===== src/dfe_reg_pkg.sv =====
/*
 * dfe register remapping controller definitions
 * user offsets, hardware addresses, field bit positions and bus types
 */
package dfe_reg_pkg;

    localparam int DATA_W = 16;   // user and bus data
    localparam int ADDR_W = 12;   // basic bus address
    localparam int OFS_W  = 6;    // user register offset

    typedef enum logic [1:0] {
        MODE_RD = 2'd0,
        MODE_WR = 2'd1
    } uif_mode_e;

    typedef enum logic [2:0] {
        OP_RD = 3'd0,
        OP_WR = 3'd1
    } ctrl_op_e;

    typedef enum logic [2:0] {
        SEQ_IDLE,
        SEQ_WR2,    // read of first rmw pair
        SEQ_WW2,    // write of first rmw pair
        SEQ_WR1,
        SEQ_WW1,
        SEQ_R2,     // first of two reads
        SEQ_R1
    } seq_state_e;

    typedef enum logic [1:0] {
        DONE_IDLE,
        DONE_WAIT,
        DONE_PULSE
    } done_state_e;

    // user offsets
    localparam logic [OFS_W-1:0] OFS_CTRL  = 6'd0;
    localparam logic [OFS_W-1:0] OFS_TAP1  = 6'd1;
    localparam logic [OFS_W-1:0] OFS_TAP2  = 6'd2;
    localparam logic [OFS_W-1:0] OFS_TAP3  = 6'd3;
    localparam logic [OFS_W-1:0] OFS_TAP4  = 6'd4;
    localparam logic [OFS_W-1:0] OFS_TAP5  = 6'd5;
    localparam logic [OFS_W-1:0] OFS_REF   = 6'd6;
    localparam logic [OFS_W-1:0] OFS_STEP  = 6'd7;
    localparam logic [OFS_W-1:0] OFS_DFE12 = 6'd8;   // hidden raw registers
    localparam logic [OFS_W-1:0] OFS_DFE13 = 6'd9;
    localparam logic [OFS_W-1:0] OFS_DFE14 = 6'd10;
    localparam logic [OFS_W-1:0] OFS_DFE15 = 6'd11;

    localparam logic [ADDR_W-1:0] ADDR_DFE11 = 12'h00B;
    localparam logic [ADDR_W-1:0] ADDR_DFE12 = 12'h00C;
    localparam logic [ADDR_W-1:0] ADDR_DFE13 = 12'h00D;
    localparam logic [ADDR_W-1:0] ADDR_DFE14 = 12'h00E;
    localparam logic [ADDR_W-1:0] ADDR_DFE15 = 12'h00F;

    // hardware bits, dfe11
    localparam int CTRL_RDFE_T1_0   = 0;
    localparam int CTRL_RDFE_T1_3   = 3;
    localparam int CTRL_RDFE_T2_0   = 4;
    localparam int CTRL_RDFE_T2_2   = 6;
    localparam int CTRL_RDFE_T3_0   = 7;
    localparam int CTRL_RDFE_T3_2   = 9;
    localparam int CTRL_RDFE_T4_0   = 10;
    localparam int CTRL_RDFE_T4_2   = 12;
    localparam int CTRL_RDFE_T5_0   = 13;
    localparam int CTRL_RDFE_T5_1   = 14;
    localparam int CTRL_RDFE_ADAPT  = 15;
    // dfe12
    localparam int CTRL_RDFE_CKEN   = 0;
    localparam int CTRL_RDFE_FREQ_0 = 1;
    localparam int CTRL_RDFE_FREQ_1 = 2;
    localparam int CTRL_RDFE_PDB    = 7;   // power down, active low
    // dfe13
    localparam int CTRL_RDFE_PIEN   = 1;
    localparam int CTRL_RDFE_S0D    = 2;
    localparam int CTRL_RDFE_S90D   = 3;
    localparam int CTRL_RDFE_STEP_0 = 5;
    localparam int CTRL_RDFE_STEP_3 = 8;
    localparam int CTRL_RDFE_T2INV  = 9;
    localparam int CTRL_RDFE_T3INV  = 10;
    localparam int CTRL_RDFE_T4INV  = 11;
    localparam int CTRL_RDFE_T5INV  = 12;
    localparam int CTRL_RDFE_VREF_0 = 13;
    localparam int CTRL_RDFE_VREF_2 = 15;

    // user bits; taps 2 to 4 share one layout
    localparam int UIF_RDFE_ADAPT  = 0;
    localparam int UIF_RDFE_PDB    = 1;
    localparam int UIF_RDFE_T1_0   = 0;
    localparam int UIF_RDFE_T1_3   = 3;
    localparam int UIF_RDFE_TAP_0  = 0;
    localparam int UIF_RDFE_TAP_2  = 2;
    localparam int UIF_RDFE_TAPINV = 3;
    localparam int UIF_RDFE_T5_0   = 0;
    localparam int UIF_RDFE_T5_1   = 1;
    localparam int UIF_RDFE_T5INV  = 2;
    localparam int UIF_RDFE_VREF_0 = 0;
    localparam int UIF_RDFE_VREF_2 = 2;
    localparam int UIF_RDFE_CKEN   = 3;
    localparam int UIF_RDFE_FREQ_0 = 4;
    localparam int UIF_RDFE_FREQ_1 = 5;
    localparam int UIF_RDFE_PIEN   = 0;
    localparam int UIF_RDFE_S0D    = 1;
    localparam int UIF_RDFE_S90D   = 2;
    localparam int UIF_RDFE_STEP_0 = 3;
    localparam int UIF_RDFE_STEP_3 = 6;

    typedef struct packed {
        logic              go;      // one-cycle start, only while not busy
        uif_mode_e         mode;
        logic [OFS_W-1:0]  addr;
        logic [DATA_W-1:0] wdata;
    } uif_req_t;

    typedef struct packed {
        logic              go;
        ctrl_op_e          opcode;
        logic              lock;    // keep the channel between paired cycles
        logic [ADDR_W-1:0] addr;
        logic [DATA_W-1:0] wdata;
    } ctrl_cmd_t;

    typedef struct packed {
        logic              pending; // bus wait
        logic [DATA_W-1:0] rdata;
    } ctrl_rsp_t;

endpackage

===== src/dfe_reg_top.sv =====
/*
 * dfe register remapping controller
 * maps indirect user register accesses onto dfe hardware registers
 * through cycles on the basic reconfiguration bus
 */
`timescale 1ns/1ns

module dfe_reg_top
    import dfe_reg_pkg::*;
#(
    parameter bit HIDDEN_REG_EN = 1'b1,
    parameter int RESET_STAGES  = 7
) (
    input  logic              clk,
    input  logic              reset,
    input  uif_req_t          uif_req,
    input  logic              uif_chan_err,
    output logic              uif_busy,
    output logic [DATA_W-1:0] uif_rdata,
    output logic              uif_addr_err,
    output ctrl_cmd_t         ctrl_cmd,
    input  ctrl_rsp_t         ctrl_rsp
);

    logic              reset_sync;
    logic              done;
    logic              first_cycle;
    logic              rdata_load;
    logic              cmd_go;
    ctrl_op_e          cmd_opcode;
    logic              cmd_lock;
    logic [ADDR_W-1:0] cmd_addr;
    logic [DATA_W-1:0] cmd_wdata;

    dfe_reset_sync #(
        .RESET_STAGES (RESET_STAGES)
    ) u_reset_sync (
        .clk        (clk),
        .reset      (reset),
        .reset_sync (reset_sync)
    );

    dfe_bus_tracker u_bus_tracker (
        .clk         (clk),
        .reset_sync  (reset_sync),
        .cmd_go      (cmd_go),
        .rsp_pending (ctrl_rsp.pending),
        .done        (done)
    );

    dfe_sequencer #(
        .HIDDEN_REG_EN (HIDDEN_REG_EN)
    ) u_sequencer (
        .clk         (clk),
        .reset_sync  (reset_sync),
        .req         (uif_req),
        .chan_err    (uif_chan_err),
        .done        (done),
        .busy        (uif_busy),
        .addr_err    (uif_addr_err),
        .cmd_go      (cmd_go),
        .cmd_opcode  (cmd_opcode),
        .cmd_lock    (cmd_lock),
        .first_cycle (first_cycle),
        .rdata_load  (rdata_load)
    );

    dfe_field_map u_field_map (
        .clk         (clk),
        .req         (uif_req),
        .first_cycle (first_cycle),
        .rdata_load  (rdata_load),
        .rsp_rdata   (ctrl_rsp.rdata),
        .cmd_addr    (cmd_addr),
        .cmd_wdata   (cmd_wdata),
        .uif_rdata   (uif_rdata)
    );

    assign ctrl_cmd = '{go:     cmd_go,
                        opcode: cmd_opcode,
                        lock:   cmd_lock,
                        addr:   cmd_addr,
                        wdata:  cmd_wdata};

endmodule


===== src/dfe_field_map.sv =====
/*
 * dfe field map
 * picks the hardware address per cycle, merges user fields into the read
 * word for rmw writes and gathers hardware fields into the user read word
 */
`timescale 1ns/1ns

module dfe_field_map
    import dfe_reg_pkg::*;
(
    input  logic              clk,
    input  uif_req_t          req,
    input  logic              first_cycle,
    input  logic              rdata_load,
    input  logic [DATA_W-1:0] rsp_rdata,
    output logic [ADDR_W-1:0] cmd_addr,
    output logic [DATA_W-1:0] cmd_wdata,
    output logic [DATA_W-1:0] uif_rdata
);

    logic [ADDR_W-1:0] addr_sel;
    logic [DATA_W-1:0] wd;          // last read word with user fields merged in
    logic [DATA_W-1:0] rd;          // hardware fields in user positions
    logic [DATA_W-1:0] rdata_part;

    always_comb
    begin
        addr_sel = '0;
        if (first_cycle)
            case (req.addr)
                OFS_CTRL, OFS_TAP2, OFS_TAP3, OFS_TAP4, OFS_TAP5:
                    addr_sel = ADDR_DFE11;   // adapt, tap coefficients
                OFS_REF:
                    addr_sel = ADDR_DFE13;   // vref
                default:
                    addr_sel = '0;
            endcase
        else
            case (req.addr)
                OFS_TAP1:
                    addr_sel = ADDR_DFE11;
                OFS_CTRL, OFS_REF, OFS_DFE12:
                    addr_sel = ADDR_DFE12;   // pdb, cken, freq
                OFS_TAP2, OFS_TAP3, OFS_TAP4, OFS_TAP5, OFS_STEP, OFS_DFE13:
                    addr_sel = ADDR_DFE13;   // inversion, step
                OFS_DFE14:
                    addr_sel = ADDR_DFE14;
                OFS_DFE15:
                    addr_sel = ADDR_DFE15;
                default:
                    addr_sel = '0;
            endcase
    end

    always_comb
    begin
        wd = rsp_rdata;
        if (first_cycle)
            case (req.addr)
                OFS_TAP2:
                    wd[CTRL_RDFE_T2_2:CTRL_RDFE_T2_0] = req.wdata[UIF_RDFE_TAP_2:UIF_RDFE_TAP_0];
                OFS_TAP3:
                    wd[CTRL_RDFE_T3_2:CTRL_RDFE_T3_0] = req.wdata[UIF_RDFE_TAP_2:UIF_RDFE_TAP_0];
                OFS_TAP4:
                    wd[CTRL_RDFE_T4_2:CTRL_RDFE_T4_0] = req.wdata[UIF_RDFE_TAP_2:UIF_RDFE_TAP_0];
                OFS_TAP5:
                    wd[CTRL_RDFE_T5_1:CTRL_RDFE_T5_0] = req.wdata[UIF_RDFE_T5_1:UIF_RDFE_T5_0];
                OFS_REF:
                    wd[CTRL_RDFE_VREF_2:CTRL_RDFE_VREF_0] =
                        req.wdata[UIF_RDFE_VREF_2:UIF_RDFE_VREF_0];
                default:
                    wd = rsp_rdata;
            endcase
        else
            case (req.addr)
                OFS_TAP1:
                    wd[CTRL_RDFE_T1_3:CTRL_RDFE_T1_0] = req.wdata[UIF_RDFE_T1_3:UIF_RDFE_T1_0];
                OFS_TAP2:
                    wd[CTRL_RDFE_T2INV] = req.wdata[UIF_RDFE_TAPINV];
                OFS_TAP3:
                    wd[CTRL_RDFE_T3INV] = req.wdata[UIF_RDFE_TAPINV];
                OFS_TAP4:
                    wd[CTRL_RDFE_T4INV] = req.wdata[UIF_RDFE_TAPINV];
                OFS_TAP5:
                    wd[CTRL_RDFE_T5INV] = req.wdata[UIF_RDFE_T5INV];
                OFS_REF:
                begin
                    wd[CTRL_RDFE_CKEN] = req.wdata[UIF_RDFE_CKEN];
                    wd[CTRL_RDFE_FREQ_1:CTRL_RDFE_FREQ_0] =
                        req.wdata[UIF_RDFE_FREQ_1:UIF_RDFE_FREQ_0];
                end
                OFS_STEP:
                begin
                    wd[CTRL_RDFE_PIEN] = req.wdata[UIF_RDFE_PIEN];
                    wd[CTRL_RDFE_S0D]  = req.wdata[UIF_RDFE_S0D];
                    wd[CTRL_RDFE_S90D] = req.wdata[UIF_RDFE_S90D];
                    wd[CTRL_RDFE_STEP_3:CTRL_RDFE_STEP_0] =
                        req.wdata[UIF_RDFE_STEP_3:UIF_RDFE_STEP_0];
                end
                OFS_DFE12, OFS_DFE13, OFS_DFE14, OFS_DFE15:
                    wd = req.wdata;          // raw write, whole word
                default:
                    wd = rsp_rdata;
            endcase
    end

    always_comb
    begin
        rd = '0;
        if (first_cycle)
            case (req.addr)
                OFS_CTRL:
                    rd[UIF_RDFE_ADAPT] = rsp_rdata[CTRL_RDFE_ADAPT];
                OFS_TAP2:
                    rd[UIF_RDFE_TAP_2:UIF_RDFE_TAP_0] = rsp_rdata[CTRL_RDFE_T2_2:CTRL_RDFE_T2_0];
                OFS_TAP3:
                    rd[UIF_RDFE_TAP_2:UIF_RDFE_TAP_0] = rsp_rdata[CTRL_RDFE_T3_2:CTRL_RDFE_T3_0];
                OFS_TAP4:
                    rd[UIF_RDFE_TAP_2:UIF_RDFE_TAP_0] = rsp_rdata[CTRL_RDFE_T4_2:CTRL_RDFE_T4_0];
                OFS_TAP5:
                    rd[UIF_RDFE_T5_1:UIF_RDFE_T5_0] = rsp_rdata[CTRL_RDFE_T5_1:CTRL_RDFE_T5_0];
                OFS_REF:
                    rd[UIF_RDFE_VREF_2:UIF_RDFE_VREF_0] =
                        rsp_rdata[CTRL_RDFE_VREF_2:CTRL_RDFE_VREF_0];
                default:
                    rd = '0;
            endcase
        else
            case (req.addr)
                OFS_CTRL:
                    rd[UIF_RDFE_PDB] = rsp_rdata[CTRL_RDFE_PDB];
                OFS_TAP1:
                    rd[UIF_RDFE_T1_3:UIF_RDFE_T1_0] = rsp_rdata[CTRL_RDFE_T1_3:CTRL_RDFE_T1_0];
                OFS_TAP2:
                    rd[UIF_RDFE_TAPINV] = rsp_rdata[CTRL_RDFE_T2INV];
                OFS_TAP3:
                    rd[UIF_RDFE_TAPINV] = rsp_rdata[CTRL_RDFE_T3INV];
                OFS_TAP4:
                    rd[UIF_RDFE_TAPINV] = rsp_rdata[CTRL_RDFE_T4INV];
                OFS_TAP5:
                    rd[UIF_RDFE_T5INV] = rsp_rdata[CTRL_RDFE_T5INV];
                OFS_REF:
                begin
                    rd[UIF_RDFE_CKEN] = rsp_rdata[CTRL_RDFE_CKEN];
                    rd[UIF_RDFE_FREQ_1:UIF_RDFE_FREQ_0] =
                        rsp_rdata[CTRL_RDFE_FREQ_1:CTRL_RDFE_FREQ_0];
                end
                OFS_STEP:
                begin
                    rd[UIF_RDFE_PIEN] = rsp_rdata[CTRL_RDFE_PIEN];
                    rd[UIF_RDFE_S0D]  = rsp_rdata[CTRL_RDFE_S0D];
                    rd[UIF_RDFE_S90D] = rsp_rdata[CTRL_RDFE_S90D];
                    rd[UIF_RDFE_STEP_3:UIF_RDFE_STEP_0] =
                        rsp_rdata[CTRL_RDFE_STEP_3:CTRL_RDFE_STEP_0];
                end
                OFS_DFE12, OFS_DFE13, OFS_DFE14, OFS_DFE15:
                    rd = rsp_rdata;
                default:
                    rd = '0;
            endcase
    end

    always_ff @(posedge clk)
    begin
        cmd_addr   <= addr_sel;
        cmd_wdata  <= wd;
        rdata_part <= rd;
        if (req.go)
            uif_rdata <= '0;
        else if (rdata_load)
            uif_rdata <= uif_rdata | rdata_part;   // or in each half of a pair
    end

endmodule


===== src/dfe_sequencer.sv =====
/*
 * dfe access sequencer
 * decodes user requests into read, rmw and raw cycles on the basic bus
 * and drives bus go, lock, opcode, busy and the address error flag
 */
`timescale 1ns/1ns

module dfe_sequencer
    import dfe_reg_pkg::*;
#(
    parameter bit HIDDEN_REG_EN = 1'b1
) (
    input  logic     clk,
    input  logic     reset_sync,
    input  uif_req_t req,
    input  logic     chan_err,
    input  logic     done,
    output logic     busy,
    output logic     addr_err,
    output logic     cmd_go,
    output ctrl_op_e cmd_opcode,
    output logic     cmd_lock,
    output logic     first_cycle,
    output logic     rdata_load
);

    seq_state_e state;
    seq_state_e next_state;
    seq_state_e start_state;
    logic       hidden_ofs;    // one of the raw dfe12..dfe15 offsets
    logic       legal_ofs;
    logic       go_d;          // bus go one clock early, gives address setup

    always_comb
    begin
        hidden_ofs  = (req.addr >= OFS_DFE12) && (req.addr <= OFS_DFE15);
        legal_ofs   = (req.addr <= OFS_STEP) || (hidden_ofs && HIDDEN_REG_EN);
        start_state = SEQ_IDLE;
        case (req.mode)
            MODE_WR:
                case (req.addr)
                    OFS_TAP1, OFS_STEP:
                        start_state = SEQ_WR1;       // single rmw
                    OFS_TAP2, OFS_TAP3, OFS_TAP4, OFS_TAP5, OFS_REF:
                        start_state = SEQ_WR2;       // double rmw
                    OFS_DFE12, OFS_DFE13, OFS_DFE14, OFS_DFE15:
                        if (HIDDEN_REG_EN)
                            start_state = SEQ_WW1;   // raw write
                    default:
                        start_state = SEQ_IDLE;      // control writes go to the cal block
                endcase
            MODE_RD:
                case (req.addr)
                    OFS_CTRL, OFS_TAP2, OFS_TAP3, OFS_TAP4, OFS_TAP5, OFS_REF:
                        start_state = SEQ_R2;
                    OFS_TAP1, OFS_STEP:
                        start_state = SEQ_R1;
                    OFS_DFE12, OFS_DFE13, OFS_DFE14, OFS_DFE15:
                        if (HIDDEN_REG_EN)
                            start_state = SEQ_R1;
                    default:
                        start_state = SEQ_IDLE;
                endcase
            default:
                start_state = SEQ_IDLE;
        endcase
    end

    always_comb
    begin
        next_state = state;
        case (state)
            SEQ_IDLE:
                if (req.go)
                    next_state = start_state;
            SEQ_WR2:
                if (done)
                    next_state = SEQ_WW2;
            SEQ_WW2:
                if (done)
                    next_state = SEQ_WR1;
            SEQ_WR1:
                if (done)
                    next_state = SEQ_WW1;
            SEQ_WW1:
                if (done)
                    next_state = SEQ_IDLE;
            SEQ_R2:
                if (done)
                    next_state = SEQ_R1;
            SEQ_R1:
                if (done)
                    next_state = SEQ_IDLE;
            default:
                next_state = SEQ_IDLE;
        endcase
        // bad channel, abort after the current cycle
        if (chan_err && done)
            next_state = SEQ_IDLE;
    end

    always_ff @(posedge clk or posedge reset_sync)
    begin
        if (reset_sync)
        begin
            state       <= SEQ_IDLE;
            busy        <= 1'b0;
            addr_err    <= 1'b0;
            go_d        <= 1'b0;
            cmd_go      <= 1'b0;
            cmd_opcode  <= OP_RD;
            cmd_lock    <= 1'b0;
            first_cycle <= 1'b0;
            rdata_load  <= 1'b0;
        end
        else
        begin
            state  <= next_state;
            busy   <= (next_state != SEQ_IDLE);
            // accepted request, or a done that leads to another cycle
            go_d   <= (next_state != SEQ_IDLE) && ((state == SEQ_IDLE) || done);
            cmd_go <= go_d;

            cmd_lock    <= next_state inside {SEQ_WR2, SEQ_WW2, SEQ_WR1, SEQ_R2};
            first_cycle <= next_state inside {SEQ_WR2, SEQ_WW2, SEQ_R2};
            if (next_state inside {SEQ_WW2, SEQ_WW1})
                cmd_opcode <= OP_WR;
            else
                cmd_opcode <= OP_RD;

            rdata_load <= done && (state inside {SEQ_R2, SEQ_R1});

            if (req.go && (state == SEQ_IDLE))
                addr_err <= !legal_ofs;     // held until the next request
        end
    end

endmodule


===== src/dfe_bus_tracker.sv =====
/*
 * basic bus done tracker
 * turns the bus wait level into a single done pulse per bus cycle
 */
`timescale 1ns/1ns

module dfe_bus_tracker
    import dfe_reg_pkg::*;
(
    input  logic clk,
    input  logic reset_sync,
    input  logic cmd_go,
    input  logic rsp_pending,
    output logic done
);

    done_state_e state;

    always_ff @(posedge clk or posedge reset_sync)
    begin
        if (reset_sync)
            state <= DONE_IDLE;
        else
        begin
            case (state)
                DONE_IDLE:
                    if (cmd_go)
                        state <= DONE_WAIT;
                DONE_WAIT:
                    if (!rsp_pending)   // cycle finished, rdata valid
                        state <= DONE_PULSE;
                DONE_PULSE:
                    state <= DONE_IDLE;
                default:
                    state <= DONE_IDLE;
            endcase
        end
    end

    assign done = (state == DONE_PULSE);

endmodule


===== src/dfe_reset_sync.sv =====
/*
 * local reset synchronizer
 * holds the internal reset for RESET_STAGES clocks after the input reset drops
 */
`timescale 1ns/1ns

module dfe_reset_sync #(
    parameter int RESET_STAGES = 7
) (
    input  logic clk,
    input  logic reset,
    output logic reset_sync
);

    logic [RESET_STAGES-1:0] reset_ff;

    always_ff @(posedge clk or posedge reset)
    begin
        if (reset)
            reset_ff <= '0;
        else
            reset_ff <= {reset_ff[RESET_STAGES-2:0], 1'b1};   // fill with ones
    end

    assign reset_sync = ~reset_ff[RESET_STAGES-1];

endmodule


===== config.mk =====
export PLATFORM = sky130hd
export DESIGN_NAME = dfe_reg_top
export DESIGN_NICKNAME = d
export VERILOG_FILES = /design/src/dfe_reg_pkg.sv /design/src/dfe_reg_top.sv /design/src/dfe_field_map.sv /design/src/dfe_sequencer.sv /design/src/dfe_bus_tracker.sv /design/src/dfe_reset_sync.sv
export SDC_FILE = /design/constraint.sdc
export NUM_CORES = 1
export LEC_CHECK = 0
export CAP_MARGIN = 20
export CORE_ASPECT_RATIO = 1.25
export CORE_UTILIZATION = 63
export CTS_BUF_LIST = sky130_fd_sc_hd__clkbuf_4 sky130_fd_sc_hd__clkbuf_8 sky130_fd_sc_hd__clkbuf_16
export CTS_CLUSTER_SIZE = 24
export DETAILED_ROUTE_END_ITERATION = 12
export DONT_BUFFER_PORTS = 1
export PLACE_DENSITY = 0.85
export SYNTH_ARGS = -nofsm -noshare
export SYNTH_HDL_FRONTEND = slang
export SYNTH_SLANG_ARGS = --single-unit

===== constraint.sdc =====
create_clock -name clk -period 0.8 [get_ports clk]
set_input_delay 0.16 -clock clk [delete_from_list [all_inputs] [get_ports clk]]
set_output_delay 0.16 -clock clk [all_outputs]
set_load 0.1 [all_outputs]

==> results of run 1 <==
-- synth_stat cells (5+ instances only) --
cell      number
nor2b_1        8
o21ai_0       10
buf_4         13
nand2_1       29
nand2b_1       5
a211oi_1       5
clkbuf_1      13
dfrtp_1       20
nand3_1        5
nor2_1        36
nor3b_1        6
nor3_1         6
a22oi_1       15
mux2i_1       14
dfxtp_1       52
inv_1          5
a21oi_1       27
buf_2          9
and3_1        11
a31oi_1        5
-- through the flow --
step	std cells	instance area (µm²)
3_3_place_gp	476	4620
3_5_place_dp	476	4620
2_1_floorplan	366	3750
-- cell families after synthesis --
group / synth area share (%)
buffers and inverters: 7.56
XOR/XNOR: 1.32
multiplexers: 4.89
AO/OA/AOI/OAI: 19.0
flip-flops: 46.3
AND/OR/NAND/NOR: 20.7
other: 0.226
==> key figures, run 1 <==
Synth
  • Yosys warning total: 0
  • Distinct cells, synth: 58
  • Top-area cell type share of the netlist area: 31.3%
  • Post-synth EDFFs: 0
  • Top post-synthesis cells by area: dfxtp_1 31%, dfrtp_1 15%, mux2i_1 4.2%, a21oi_1 4.1%, nor2_1 4.1%
  • Cell taking the most area after synthesis: dfxtp_1
  • Post-Syn Area per Cell: 9.32 µm²
  • Register area share after synthesis: 46.3%
  • FFs w/ async S/R, synth: 27.8%
  • Gate Count Post-Synth: 357
  • Ys flop type: dfxtp_1
  • Mapped Area: 0.00333 mm²
  • FF+latch count, synth: 72

Clock network
  • Cts hold-fix bufs: 22
  • Postcts setup bufs: 26
  • Num Clock Sinks: 72
  • CTS root buffer: clkbuf_8
  • Post_cts resized: 110
  • Total CTS buffers: 9
  • CTS HTree Levels: 3
  • Worst-case clock buffer depth: 2

Place
  • DP HPWL: 7.59 mm
  • Pre-CTS setup slack: -1050 ps
  • Port Buffers: 0
  • GP Congestion: 0.979

Die
  • Num ports: 96
  • Initial core utilization: 65.5%
  • Die H: 83.2 µm
  • Row count: 29
  • Die width: 67.0 µm

Run status
  • Status: aborted with a tool error
  • Stop Error: [ERROR DPL-0038] Utilization greater than 100%, impossible to legalize
  • Stopped at: 4_1_cts
==> run 2, diff against run 1 <==
- CORE_ASPECT_RATIO: 1.25 -> default
- CORE_UTILIZATION: 63 -> 40
- CTS_BUF_LIST: sky130_fd_sc_hd__clkbuf_4 sky130_fd_sc_hd__clkbuf_8 sky130_fd_sc_hd__clkbuf_16 -> default
- CTS_CLUSTER_SIZE: 24 -> default
- PLACE_DENSITY: 0.85 -> default
- PLACE_DENSITY_LB_ADDON: default -> 0.15
==> run 2 against run 1 <==
Against the previous run: synthesized cell count stayed put; the flow now finishes, with violations (negative hold slack, negative setup slack); area after synthesis stayed put.
==> key figures, run 2 <==
Global routing
  • GRT Overall Usage: 25.1%
  • GRT Max-Usage Layer: met2
  • Initial antenna violation count: 0
  • First-pass GRT wire length: 16.5 mm
  • M3 GR Usage: 5.61%
  • Vias in the first global route: 3,173
  • Pin count of the biggest net entering global routing: 25
  • GR Util met1: 29.7%
  • GRT met2 Usage: 43.9%
  • Grt total ovfl: 0

Routing
  • Avg WL per Cell: 17.9 µm
  • First DRT Iteration DRCs: 309
  • DRT Pass-1 Iters: 5
  • DRC viols: 0
  • Final Routed Wirelength: 10.4 mm
  • Via density: 5.55
  • Final ANT Viol Nets: 0
  • Via count: 3,237

Synth
  • Post-Syn Area per Cell: 9.32 µm² (unchanged)
  • Post-synth EDFFs: 0 (unchanged)
  • Most instantiated cells after synthesis: 52 x dfxtp_1, 36 x nor2_1, 29 x nand2_1, 27 x a21oi_1, 20 x dfrtp_1 (unchanged)
  • Distinct cells, synth: 58 (unchanged)
  • Top post-synthesis cells by area: dfxtp_1 31%, dfrtp_1 15%, mux2i_1 4.2%, a21oi_1 4.1%, nor2_1 4.1% (unchanged)
  • Gate Count Post-Synth: 357 (unchanged)
  • Most common cell in the netlist: dfxtp_1 (unchanged)
  • Top-area cell type share of the netlist area: 31.3% (unchanged)
  • Cell taking the most area after synthesis: dfxtp_1 (unchanged)
  • Mapped Area: 0.00333 mm² (unchanged)
  • Ys flop type: dfxtp_1 (unchanged)
  • Yosys warning total: 0 (unchanged)
  • FF+latch count, synth: 72 (unchanged)
  • FFs w/ async S/R, synth: 27.8% (unchanged)
  • Register area share after synthesis: 46.3% (unchanged)

Run status
  • Status: finished, violations left (was aborted with a tool error)
  • Failing checks: negative hold slack, negative setup slack

Setup path
  • WP data required: 1030 ps
  • Buf/Inv on CP: 1
  • Worst setup SP type: flop
  • Reg2reg setup slack: -940 ps
  • Worst-path cell chain: or4b_4 > nor4b_4 > a311oi_2 > buf_4 > nand3b_1 > a21oi_1
  • Worst Setup End Kind: flop
  • Crit path DAT: 1960 ps
  • CP Class: reg2reg
  • R2R Path Start: u_sequencer.state[2]
  • Slowest-stage cell, CP: or4b_4
  • Delay-heaviest family, CP: simple AND/OR/NAND/NOR gates
  • Reg2reg path depth: 6
  • Max incr delay on CP: 560 ps
  • FF-to-FF End: u_sequencer.first_cycle
  • Crit-path max FO: 3

Clock network
  • Num Clock Sinks: 72 (unchanged)
  • Clk Latency, worst-skew pair: 350 ps
  • Clock-pin slew on the worst setup and hold paths: 80 ps
  • Worst-case clock buffer depth: 2 (unchanged)
  • CTS HTree Levels: 3 (unchanged)
  • CTS tree: done
  • CTS root buffer: clkbuf_8 (unchanged)
  • Total CTS buffers: 9 (unchanged)

Pwr
  • PwrDens: 2500 mW/mm²
  • Lkg Pwr: 2.29 nW
  • Worst vdd ir: 2.00 mV
  • Power, Total: 14.1 mW

Place
  • GP Congestion: 0.921 (was 0.979)
  • Port Buffers: 0 (unchanged)
  • DP HPWL: 6.88 mm (was 7.59 mm)
  • Pre-CTS setup slack: -962 ps (was -1050 ps)

STA
  • Finish-stage setup viols: 105
  • Clock Skew: 10.9 ps
  • Fin crit share: 217%
  • Setup_tns: -32,350 ps
  • Slew Limit Fails: 0
  • RSZ-0062 raised after global routing: true
  • Min Tclk post-route: 1740 ps
  • Final hold vios: 3
  • Max Freq: 0.576 GHz
  • Hold WS: -20.3 ps
  • Slew @ Worst Pin: 559 ps
  • Final Worst Setup Slack: -936 ps
  • Slew headroom: 62.8%

Die
  • Num ports: 96 (unchanged)
  • Initial core utilization: 42.2% (was 65.5%)
  • Row count: 32 (was 29)
  • Die H: 93.2 µm (was 83.2 µm)
  • Die area: 0.00869 mm²
  • Die width: 93.2 µm (was 67.0 µm)
  • Core Area: 0.00789 mm²

Final layout
  • Antenna cells: 0
  • Share of cells above drive strength 1: 49.1%
  • Nets: 521
  • Biggest regs: u_field_map.cmd_wdata: 16 flops, u_field_map.rdata_part: 16 flops, u_field_map.uif_rdata: 16 flops
  • Area grow syn2layout: 69.4%
  • Most frequent cells in the layout: 57 x buf_4, 41 x buf_12, 33 x nor2_1, 28 x nand2_1, 27 x dlygate4sd3_1
  • Most common cell after layout, fill and taps aside: buf_4

Worst hold path
  • Hold wc startpoint: uif_req[14]
  • Hold Crit Depth: 2
  • Hold Path End: u_field_map.cmd_wdata[14]
  • Worst Hold Class: in2reg

Flow run
  • Max cap viols: 0
-- run 2: report_power, final --
group          leakage, nW  internal (mW)  switching, mW  total [mW]
sequential           0.684           4.10          0.712        4.82
clock                0.116           1.80           1.50        3.30
combinational         1.49           2.51           3.44        5.95
-- run 2: area by class of cell --
| type | count | area [µm²] |
|---|---|---|
| Clock inverter | 7 | 103 |
| Tap cell | 102 | 128 |
| Fill cell | 552 | 2250 |
| Inverter | 6 | 35.0 |
| Sequential cell | 72 | 1640 |
| Clock buffer | 9 | 124 |
| Multi-Input combinational cell | 249 | 1910 |
| Timing Repair Buffer | 138 | 1700 |
-- run 2: worst max path at each step --
stage,startpoint,to,slack [ps],cells after the start
detailed placement,u_sequencer.state[2],u_sequencer.first_cycle,-960,6
global placement,u_sequencer.state[2],u_sequencer.first_cycle,-920,6
finish,u_sequencer.state[2],u_sequencer.first_cycle,-940,6
CTS,u_sequencer.state[0],u_sequencer.first_cycle,-950,6
global route,u_sequencer.state[0],u_sequencer.first_cycle,-1030,6
floorplan,u_sequencer.state[2],u_sequencer.go_d,-990,6
-- run 2: stage by stage --
| step | instances | area, µm² | util [%] |
|---|---|---|---|
| after floorplan | 366 | 3750 | - |
| after global routing | 583 | 5640 | 71.5 |
| after CTS | 578 | 5510 | 69.9 |
| after global placement | 518 | 4690 | 59.4 |
| final | 583 | 5640 | 71.5 |
| after detailed placement | 518 | 4690 | 59.4 |
-- run 2: logic make-up after synthesis --
group                     count (synthesis)  synth area share (%)
DFF                                      72                  46.3
other                                     2                 0.226
and+or+nand+nor                         126                  20.7
buffers and inverters                    45                  7.56
muxes                                    16                  4.89
AOI/OAI and AO/OA                        91                  19.0
xor gates and xnor gates                  5                  1.32
-- run 2: timing repair --
item,in CTS,in global routing
hold endpoints to repair,55,3
cloned,2,0
endpoints found under the setup margin,105,105
hold buffers,27,1
buffers inserted,16,6
resized for setup,41,23
pin swaps,19,4
-- run 2: layer usage --
layer  up-vias  share of wire [%]
met4         0                3.5
met2       144                 51
met5         -                  0
met3        33                6.3
li1       1502                  -
met1      1558                 40
No activity file was read; power rests on OpenSTA's default activity.
==> run 3, diff against run 2 <==
- CORE_UTILIZATION: 40 -> 26
==> run 3 against run 2 <==
Against the previous run: the flow still finishes with violations (negative hold slack, negative setup slack); non-clock buffer count up 3; cell area increased by 5.5%; sequential power about the same; worst hold slack better by 9.8 ps.
==> key figures, run 3 (synthesized netlist as in run 2, its figures left out) <==
Setup path
  • CP Class: reg2reg (unchanged)
  • Crit path DAT: 1940 ps (was 1960 ps)
  • Reg2reg setup slack: -930 ps (was -940 ps)
  • Worst setup SP type: flop (unchanged)
  • Critical path destination: u_sequencer.first_cycle (unchanged)
  • Worst Setup SP: u_sequencer.state[0] (was u_sequencer.state[2])
  • WP data required: 1010 ps (was 1030 ps)
  • FF-to-FF End: u_sequencer.first_cycle (unchanged)
  • Crit-path max FO: 3 (unchanged)
  • Worst Setup End Kind: flop (unchanged)
  • R2R Path Start: u_sequencer.state[0] (was u_sequencer.state[2])
  • Reg2reg path depth: 6 (unchanged)

Routing
  • First DRT Iteration DRCs: 145 (was 309)
  • Final Routed Wirelength: 11.1 mm (was 10.4 mm)
  • DRC viols: 0 (unchanged)
  • Avg WL per Cell: 17.0 µm (was 17.9 µm)
  • Final ANT Viol Nets: 0 (unchanged)
  • DRT Pass-1 Iters: 6 (was 5)
  • Via count: 3,163 (was 3,237)
  • Via density: 4.85 (was 5.55)

Global routing
  • Pin count of the biggest net entering global routing: 29 (was 25)
  • First-pass GRT wire length: 17.0 mm (was 16.5 mm)
  • GRT Overall Usage: 17.4% (was 25.1%)
  • Initial antenna violation count: 0 (unchanged)
  • Vias in the first global route: 3,056 (was 3,173)
  • Grt total ovfl: 0 (unchanged)

Final layout
  • Antenna cells: 0 (unchanged)
  • Most frequent cells in the layout: 45 x buf_4, 43 x buf_12, 31 x nor2_1, 27 x nand2_1, 25 x dlygate4sd3_1 (was 57 x buf_4, 41 x buf_12, 33 x nor2_1, 28 x nand2_1, 27 x dlygate4sd3_1)
  • Biggest regs: u_field_map.cmd_wdata: 16 flops, u_field_map.rdata_part: 16 flops, u_field_map.uif_rdata: 16 flops (unchanged)
  • Nets: 524 (was 521)
  • Share of cells above drive strength 1: 50.4% (was 49.1%)
  • Area grow syn2layout: 78.7% (was 69.4%)
  • Most common cell after layout, fill and taps aside: buf_4 (unchanged)

Clock network
  • Worst-case clock buffer depth: 2 (unchanged)
  • Num Clock Sinks: 72 (unchanged)
  • CTS root buffer: clkbuf_16 (was clkbuf_8)
  • CTS tree: done (unchanged)
  • CTS HTree Levels: 3 (unchanged)
  • Clk Latency, worst-skew pair: 340 ps (was 350 ps)
  • Total CTS buffers: 9 (unchanged)
  • Clock-pin slew on the worst setup and hold paths: 60 ps (was 80 ps)

Die
  • Die area: 0.0133 mm² (was 0.00869 mm²)
  • Num ports: 96 (unchanged)
  • Row count: 40 (was 32)
  • Core Area: 0.0123 mm² (was 0.00789 mm²)
  • Die H: 115 µm (was 93.2 µm)
  • Initial core utilization: 27.1% (was 42.2%)
  • Die width: 115 µm (was 93.2 µm)

STA
  • Finish-stage setup viols: 105 (unchanged)
  • Slew @ Worst Pin: 653 ps (was 559 ps)
  • Final Worst Setup Slack: -926 ps (was -936 ps)
  • Min Tclk post-route: 1730 ps (was 1740 ps)
  • Final hold vios: 1 (was 3)
  • Fin crit share: 216% (was 217%)
  • Slew Limit Fails: 0 (unchanged)
  • Clock Skew: 4.94 ps (was 10.9 ps)
  • RSZ-0062 raised after global routing: true (unchanged)
  • Max Freq: 0.579 GHz (was 0.576 GHz)
  • Slew headroom: 56.5% (was 62.8%)
  • Hold WS: -10.6 ps (was -20.3 ps)

Pwr
  • Worst vdd ir: 1.55 mV (was 2.00 mV)
  • Lkg Pwr: 2.36 nW (was 2.29 nW)
  • Power, Total: 15.5 mW (was 14.1 mW)
  • PwrDens: 2610 mW/mm² (was 2500 mW/mm²)

Flow run
  • Max cap viols: 0 (unchanged)

Worst hold path
  • Hold wc startpoint: uif_req[14] (unchanged)
  • Worst Hold Class: in2reg (unchanged)

Place
  • Port Buffers: 0 (unchanged)
  • DP HPWL: 7.36 mm (was 6.88 mm)
  • GP Congestion: 0.823 (was 0.921)

Run status
  • Failing checks: negative hold slack, negative setup slack (unchanged)
  • Status: finished, violations left (unchanged)
run 3: cell type report:
| type | count | area [µm²] |
|---|---|---|
| inverter | 6 | 35.0 |
| tap | 168 | 210 |
| timing repair buffer | 141 | 1800 |
| sequential | 72 | 1640 |
| multi-input combinational | 249 | 1950 |
| fill | 1120 | 6320 |
| clock buffer | 10 | 229 |
| clock inverter | 6 | 82.6 |
run 3: report_power, final:
part / internal, mW / switching, mW
logic: 2.85 / 3.57
registers: 4.12 / 0.715
clock network: 2.72 / 1.54
total: 9.68 / 5.83
run 3: worst min-delay path by stage:
stage,end,slack [ps],cells past startpoint
6_report,u_field_map.cmd_wdata[14],-10,2
4_1_cts,u_field_map.cmd_wdata[14],-8,2
3_3_place_gp,u_reset_sync.reset_ff[4],-20,1
3_5_place_dp,u_reset_sync.reset_ff[4],-10,1
5_1_grt,u_field_map.rdata_part[8],4,1
2_1_floorplan,u_reset_sync.reset_ff[0],-40,1
run 3: repair_timing:
item | in CTS | in global routing
setup buffers | 16 | 10
hold buffers | 25 | 1
endpoints found under the hold margin | 51 | 1
setup endpoints to repair | 105 | 105
gates cloned | 1 | 1
pin swaps | 14 | 31
resized for setup | 36 | 53
run 3: through the flow:
step                util, %  area, µm²  setup slack [ps]  std cells  TNS, ps
CTS                    45.9       5630              -927        642   -34590
floorplan                 -       3750              -990        366   -28090
global placement       39.0       4780              -939        584   -27090
global route           48.5       5950             -1030        652   -33680
detailed placement     39.0       4780              -980        584   -27600
finish                 48.5       5950              -926        652   -30200
run 3: worst max-delay path, cell delays in order, from the launching register on:
cell and delay, ps:
dfrtp_1 370, or4b_4 570, nor4b_4 250, a311oi_2 90, buf_4 170, nand3b_1 70
a21oi_1 60
run 3: layer usage:
| layer | vias up | track usage [%] | wire (µm) |
|---|---|---|---|
| li1 | 1512 | - | - |
| met1 | 1539 | 22.2 | 4890 |
| met2 | 95 | 26.9 | 5210 |
| met3 | 17 | 5.11 | 741 |
| met4 | 0 | 8.23 | 233 |
| met5 | - | 0 | 0 |
==> run 4, diff against run 3 <==
- clock period: 0.8 -> 1.46 ns (I/O delays scaled with it)
==> run 4 against run 3 <==
Against the previous run: the run ends with negative setup slack left; setup slack improved by 660 ps; power fell by 51%; first-iteration DRC count rose by 4.8%; via count fell by 11%; highest routed layer unchanged; utilization fell by 12 points; combinational power fell by 57%.
==> key figures, run 4 (synthesized netlist as in run 2, its figures left out) <==
Die
  • Die area: 0.0133 mm² (unchanged)
  • Row count: 40 (unchanged)
  • Core Area: 0.0123 mm² (unchanged)
  • Die H: 115 µm (unchanged)
  • Die width: 115 µm (unchanged)
  • Initial core utilization: 27.1% (unchanged)
  • Num ports: 96 (unchanged)

Clock network
  • Clock-pin slew on the worst setup and hold paths: 60 ps (about the same)
  • CTS root buffer: clkbuf_16 (unchanged)
  • Num Clock Sinks: 72 (unchanged)
  • CTS HTree Levels: 3 (unchanged)
  • CTS tree: done (unchanged)
  • Clk Latency, worst-skew pair: 340 ps (about the same)
  • Total CTS buffers: 9 (unchanged)
  • Worst-case clock buffer depth: 2 (unchanged)

Final layout
  • Biggest regs: u_field_map.cmd_wdata: 16 flops, u_field_map.rdata_part: 16 flops, u_field_map.uif_rdata: 16 flops (unchanged)
  • Cell Count, Final, Fillers Out: 596 (was 652)
  • Area grow syn2layout: 32.8% (was 78.7%)
  • Most common cell after layout, fill and taps aside: buf_4 (unchanged)
  • FF/Latch Area: 0.00154 mm² (was 0.00164 mm²)
  • Filler cell count: 1,263 (was 1,120)
  • Multi-input logic area: 0.00165 mm² (was 0.00195 mm²)
  • Share of cells above drive strength 1: 29.2% (was 50.4%)
  • Nets: 468 (was 524)
  • Antenna cells: 0 (unchanged)
  • Most frequent cells in the layout: 82 x buf_4, 52 x dfxtp_1, 35 x nor2_1, 28 x nand2_1, 26 x a21oi_1 (was 45 x buf_4, 43 x buf_12, 31 x nor2_1, 27 x nand2_1, 25 x dlygate4sd3_1)

Pwr
  • Cell Int Power: 4.60 mW (was 9.68 mW)
  • Power, Total: 7.54 mW (was 15.5 mW)
  • Worst vdd ir: 0.542 mV (was 1.55 mV)
  • Comb power frac: 36.6% (was 41.4%)
  • NetSw: 2.94 mW (was 5.83 mW)
  • PwrDens: 1710 mW/mm² (was 2610 mW/mm²)
  • Clock power frac: 32.2% (was 27.5%)
  • Sequential power share: 31.2% (was 31.1%)
  • Switching Fraction: 39.0% (was 37.6%)
  • Lkg Pwr: 1.86 nW (was 2.36 nW)

Setup path
  • Buf/Inv on CP: 1 (unchanged)
  • Crit-path max FO: 4 (was 3)
  • Max incr delay on CP: 580 ps (was 570 ps)
  • CP Class: reg2reg (unchanged)
  • Worst-path cell chain: or4b_4 > nor4b_4 > a311oi_2 > buf_4 > nand3b_1 > a21oi_1 (unchanged)
  • WP data required: 1670 ps (was 1010 ps)
  • Worst Setup End Kind: flop (unchanged)
  • Crit path DAT: 1940 ps (about the same)
  • Worst setup SP type: flop (unchanged)
  • Delay-heaviest family, CP: simple AND/OR/NAND/NOR gates (unchanged)
  • Slowest-stage cell, CP: or4b_4 (unchanged)

STA
  • RSZ-0062 raised after global routing: true (unchanged)
  • Min Tclk post-route: 1730 ps (about the same)
  • Finish-stage setup viols: 8 (was 105)
  • Hold WS: 19.0 ps (was -10.6 ps)
  • Slew Limit Fails: 0 (unchanged)
  • Clock Skew: 4.69 ps (was 4.94 ps)
  • Fin crit share: 118% (was 216%)
  • Max Freq: 0.579 GHz (about the same)
  • Slew headroom: 61.4% (was 56.5%)
  • Final hold vios: 0 (was 1)
  • Slew @ Worst Pin: 578 ps (was 653 ps)
  • Setup_tns: -1470 ps (was -30,200 ps)
  • Final Worst Setup Slack: -268 ps (was -926 ps)

Routing
  • Final Routed Wirelength: 9.74 mm (was 11.1 mm)
  • Final ANT Viol Nets: 0 (unchanged)
  • DRC viols: 0 (unchanged)
  • Avg WL per Cell: 16.3 µm (was 17.0 µm)
  • Routed length on met1: 4.36 mm (was 4.89 mm)
  • Top Metal Used: met4 (unchanged)
  • DRT Pass-1 Iters: 4 (was 6)
  • Via density: 4.74 (was 4.85)
  • Via count: 2,826 (was 3,163)
  • Met3 wire length: 753 µm (was 741 µm)
  • First DRT Iteration DRCs: 152 (was 145)
  • Routed length on met2: 4.48 mm (was 5.21 mm)

Global routing
  • Pin count of the biggest net entering global routing: 38 (was 29)
  • GRT Overall Usage: 15.4% (was 17.4%)
  • Vias in the first global route: 2,662 (was 3,056)
  • First-pass GRT wire length: 15.1 mm (was 17.0 mm)
  • Grt total ovfl: 0 (unchanged)
  • Initial antenna violation count: 0 (unchanged)

Place
  • DP HPWL: 7.16 mm (was 7.36 mm)
  • GP Congestion: 0.829 (was 0.823)
  • Pre-CTS setup slack: -301 ps (was -980 ps)
  • Cells after DPL: 575 (was 584)
  • Port Buffers: 0 (unchanged)

Run status
  • Status: finished, violations left (unchanged)
  • Failing checks: negative setup slack (was negative hold slack, negative setup slack)

Flow run
  • Max cap viols: 0 (unchanged)

Worst hold path
  • Worst Hold Class: in2reg (unchanged)
==> run 4: stage by stage <==
stage	utilization [%]	area, µm²
final	36.0	4420
after global routing	36.0	4420
after CTS	35.6	4370
after detailed placement	32.8	4030
after global placement	32.8	4030
after floorplan	-	3460
==> run 4: worst paths after layout <==
path                                          start                      end  slack, ps  depth (start not counted)
setup / recovery               u_sequencer.state[2]  u_sequencer.first_cycle       -270                          6
hold / removal                         ctrl_rsp[16]   u_bus_tracker.state[1]         20                          1
setup reg to reg               u_sequencer.state[2]  u_sequencer.first_cycle       -270                          6
hold reg to reg            u_reset_sync.reset_ff[6]     u_sequencer.state[2]        230                          0
max in group asynchronous  u_reset_sync.reset_ff[6]   u_bus_tracker.state[1]        860                          0
min in group asynchronous  u_reset_sync.reset_ff[6]     u_sequencer.state[2]        230                          0
==> run 4: power by group through the flow <==
stage	Combinational (mW)	Clock (mW)	Sequential, mW
after floorplan	1.24	0	3.29
after global placement	2.64	0	2.39
after detailed placement	2.65	0	2.39
after CTS	2.66	2.49	2.35
after global routing	2.91	2.57	2.38
final	2.76	2.43	2.35
==> run 4: cell type report <==
class	count	area share [%]
multi-input cells	249	37.5
repair buffers	85	14.9
flip-flops and latches	72	34.9
clock buffers	10	5.41
well taps	168	4.76
clock inverters	6	2.01
inverters	6	0.595
==> run 4: timing repair <==
item	4_1_cts	5_1_grt
setup buffers	1	4
gates resized for setup	1	7
pin swaps	4	3
endpoints found under the hold margin	7	0
hold buffers	1	0
setup endpoints to repair	8	13
==> run 4: layer usage <==
metal	up-vias	track usage [%]
li1	1393	-
met1	1333	19.5
met2	88	23.7
met3	12	5.43
met4	0	6.75
met5	-	0
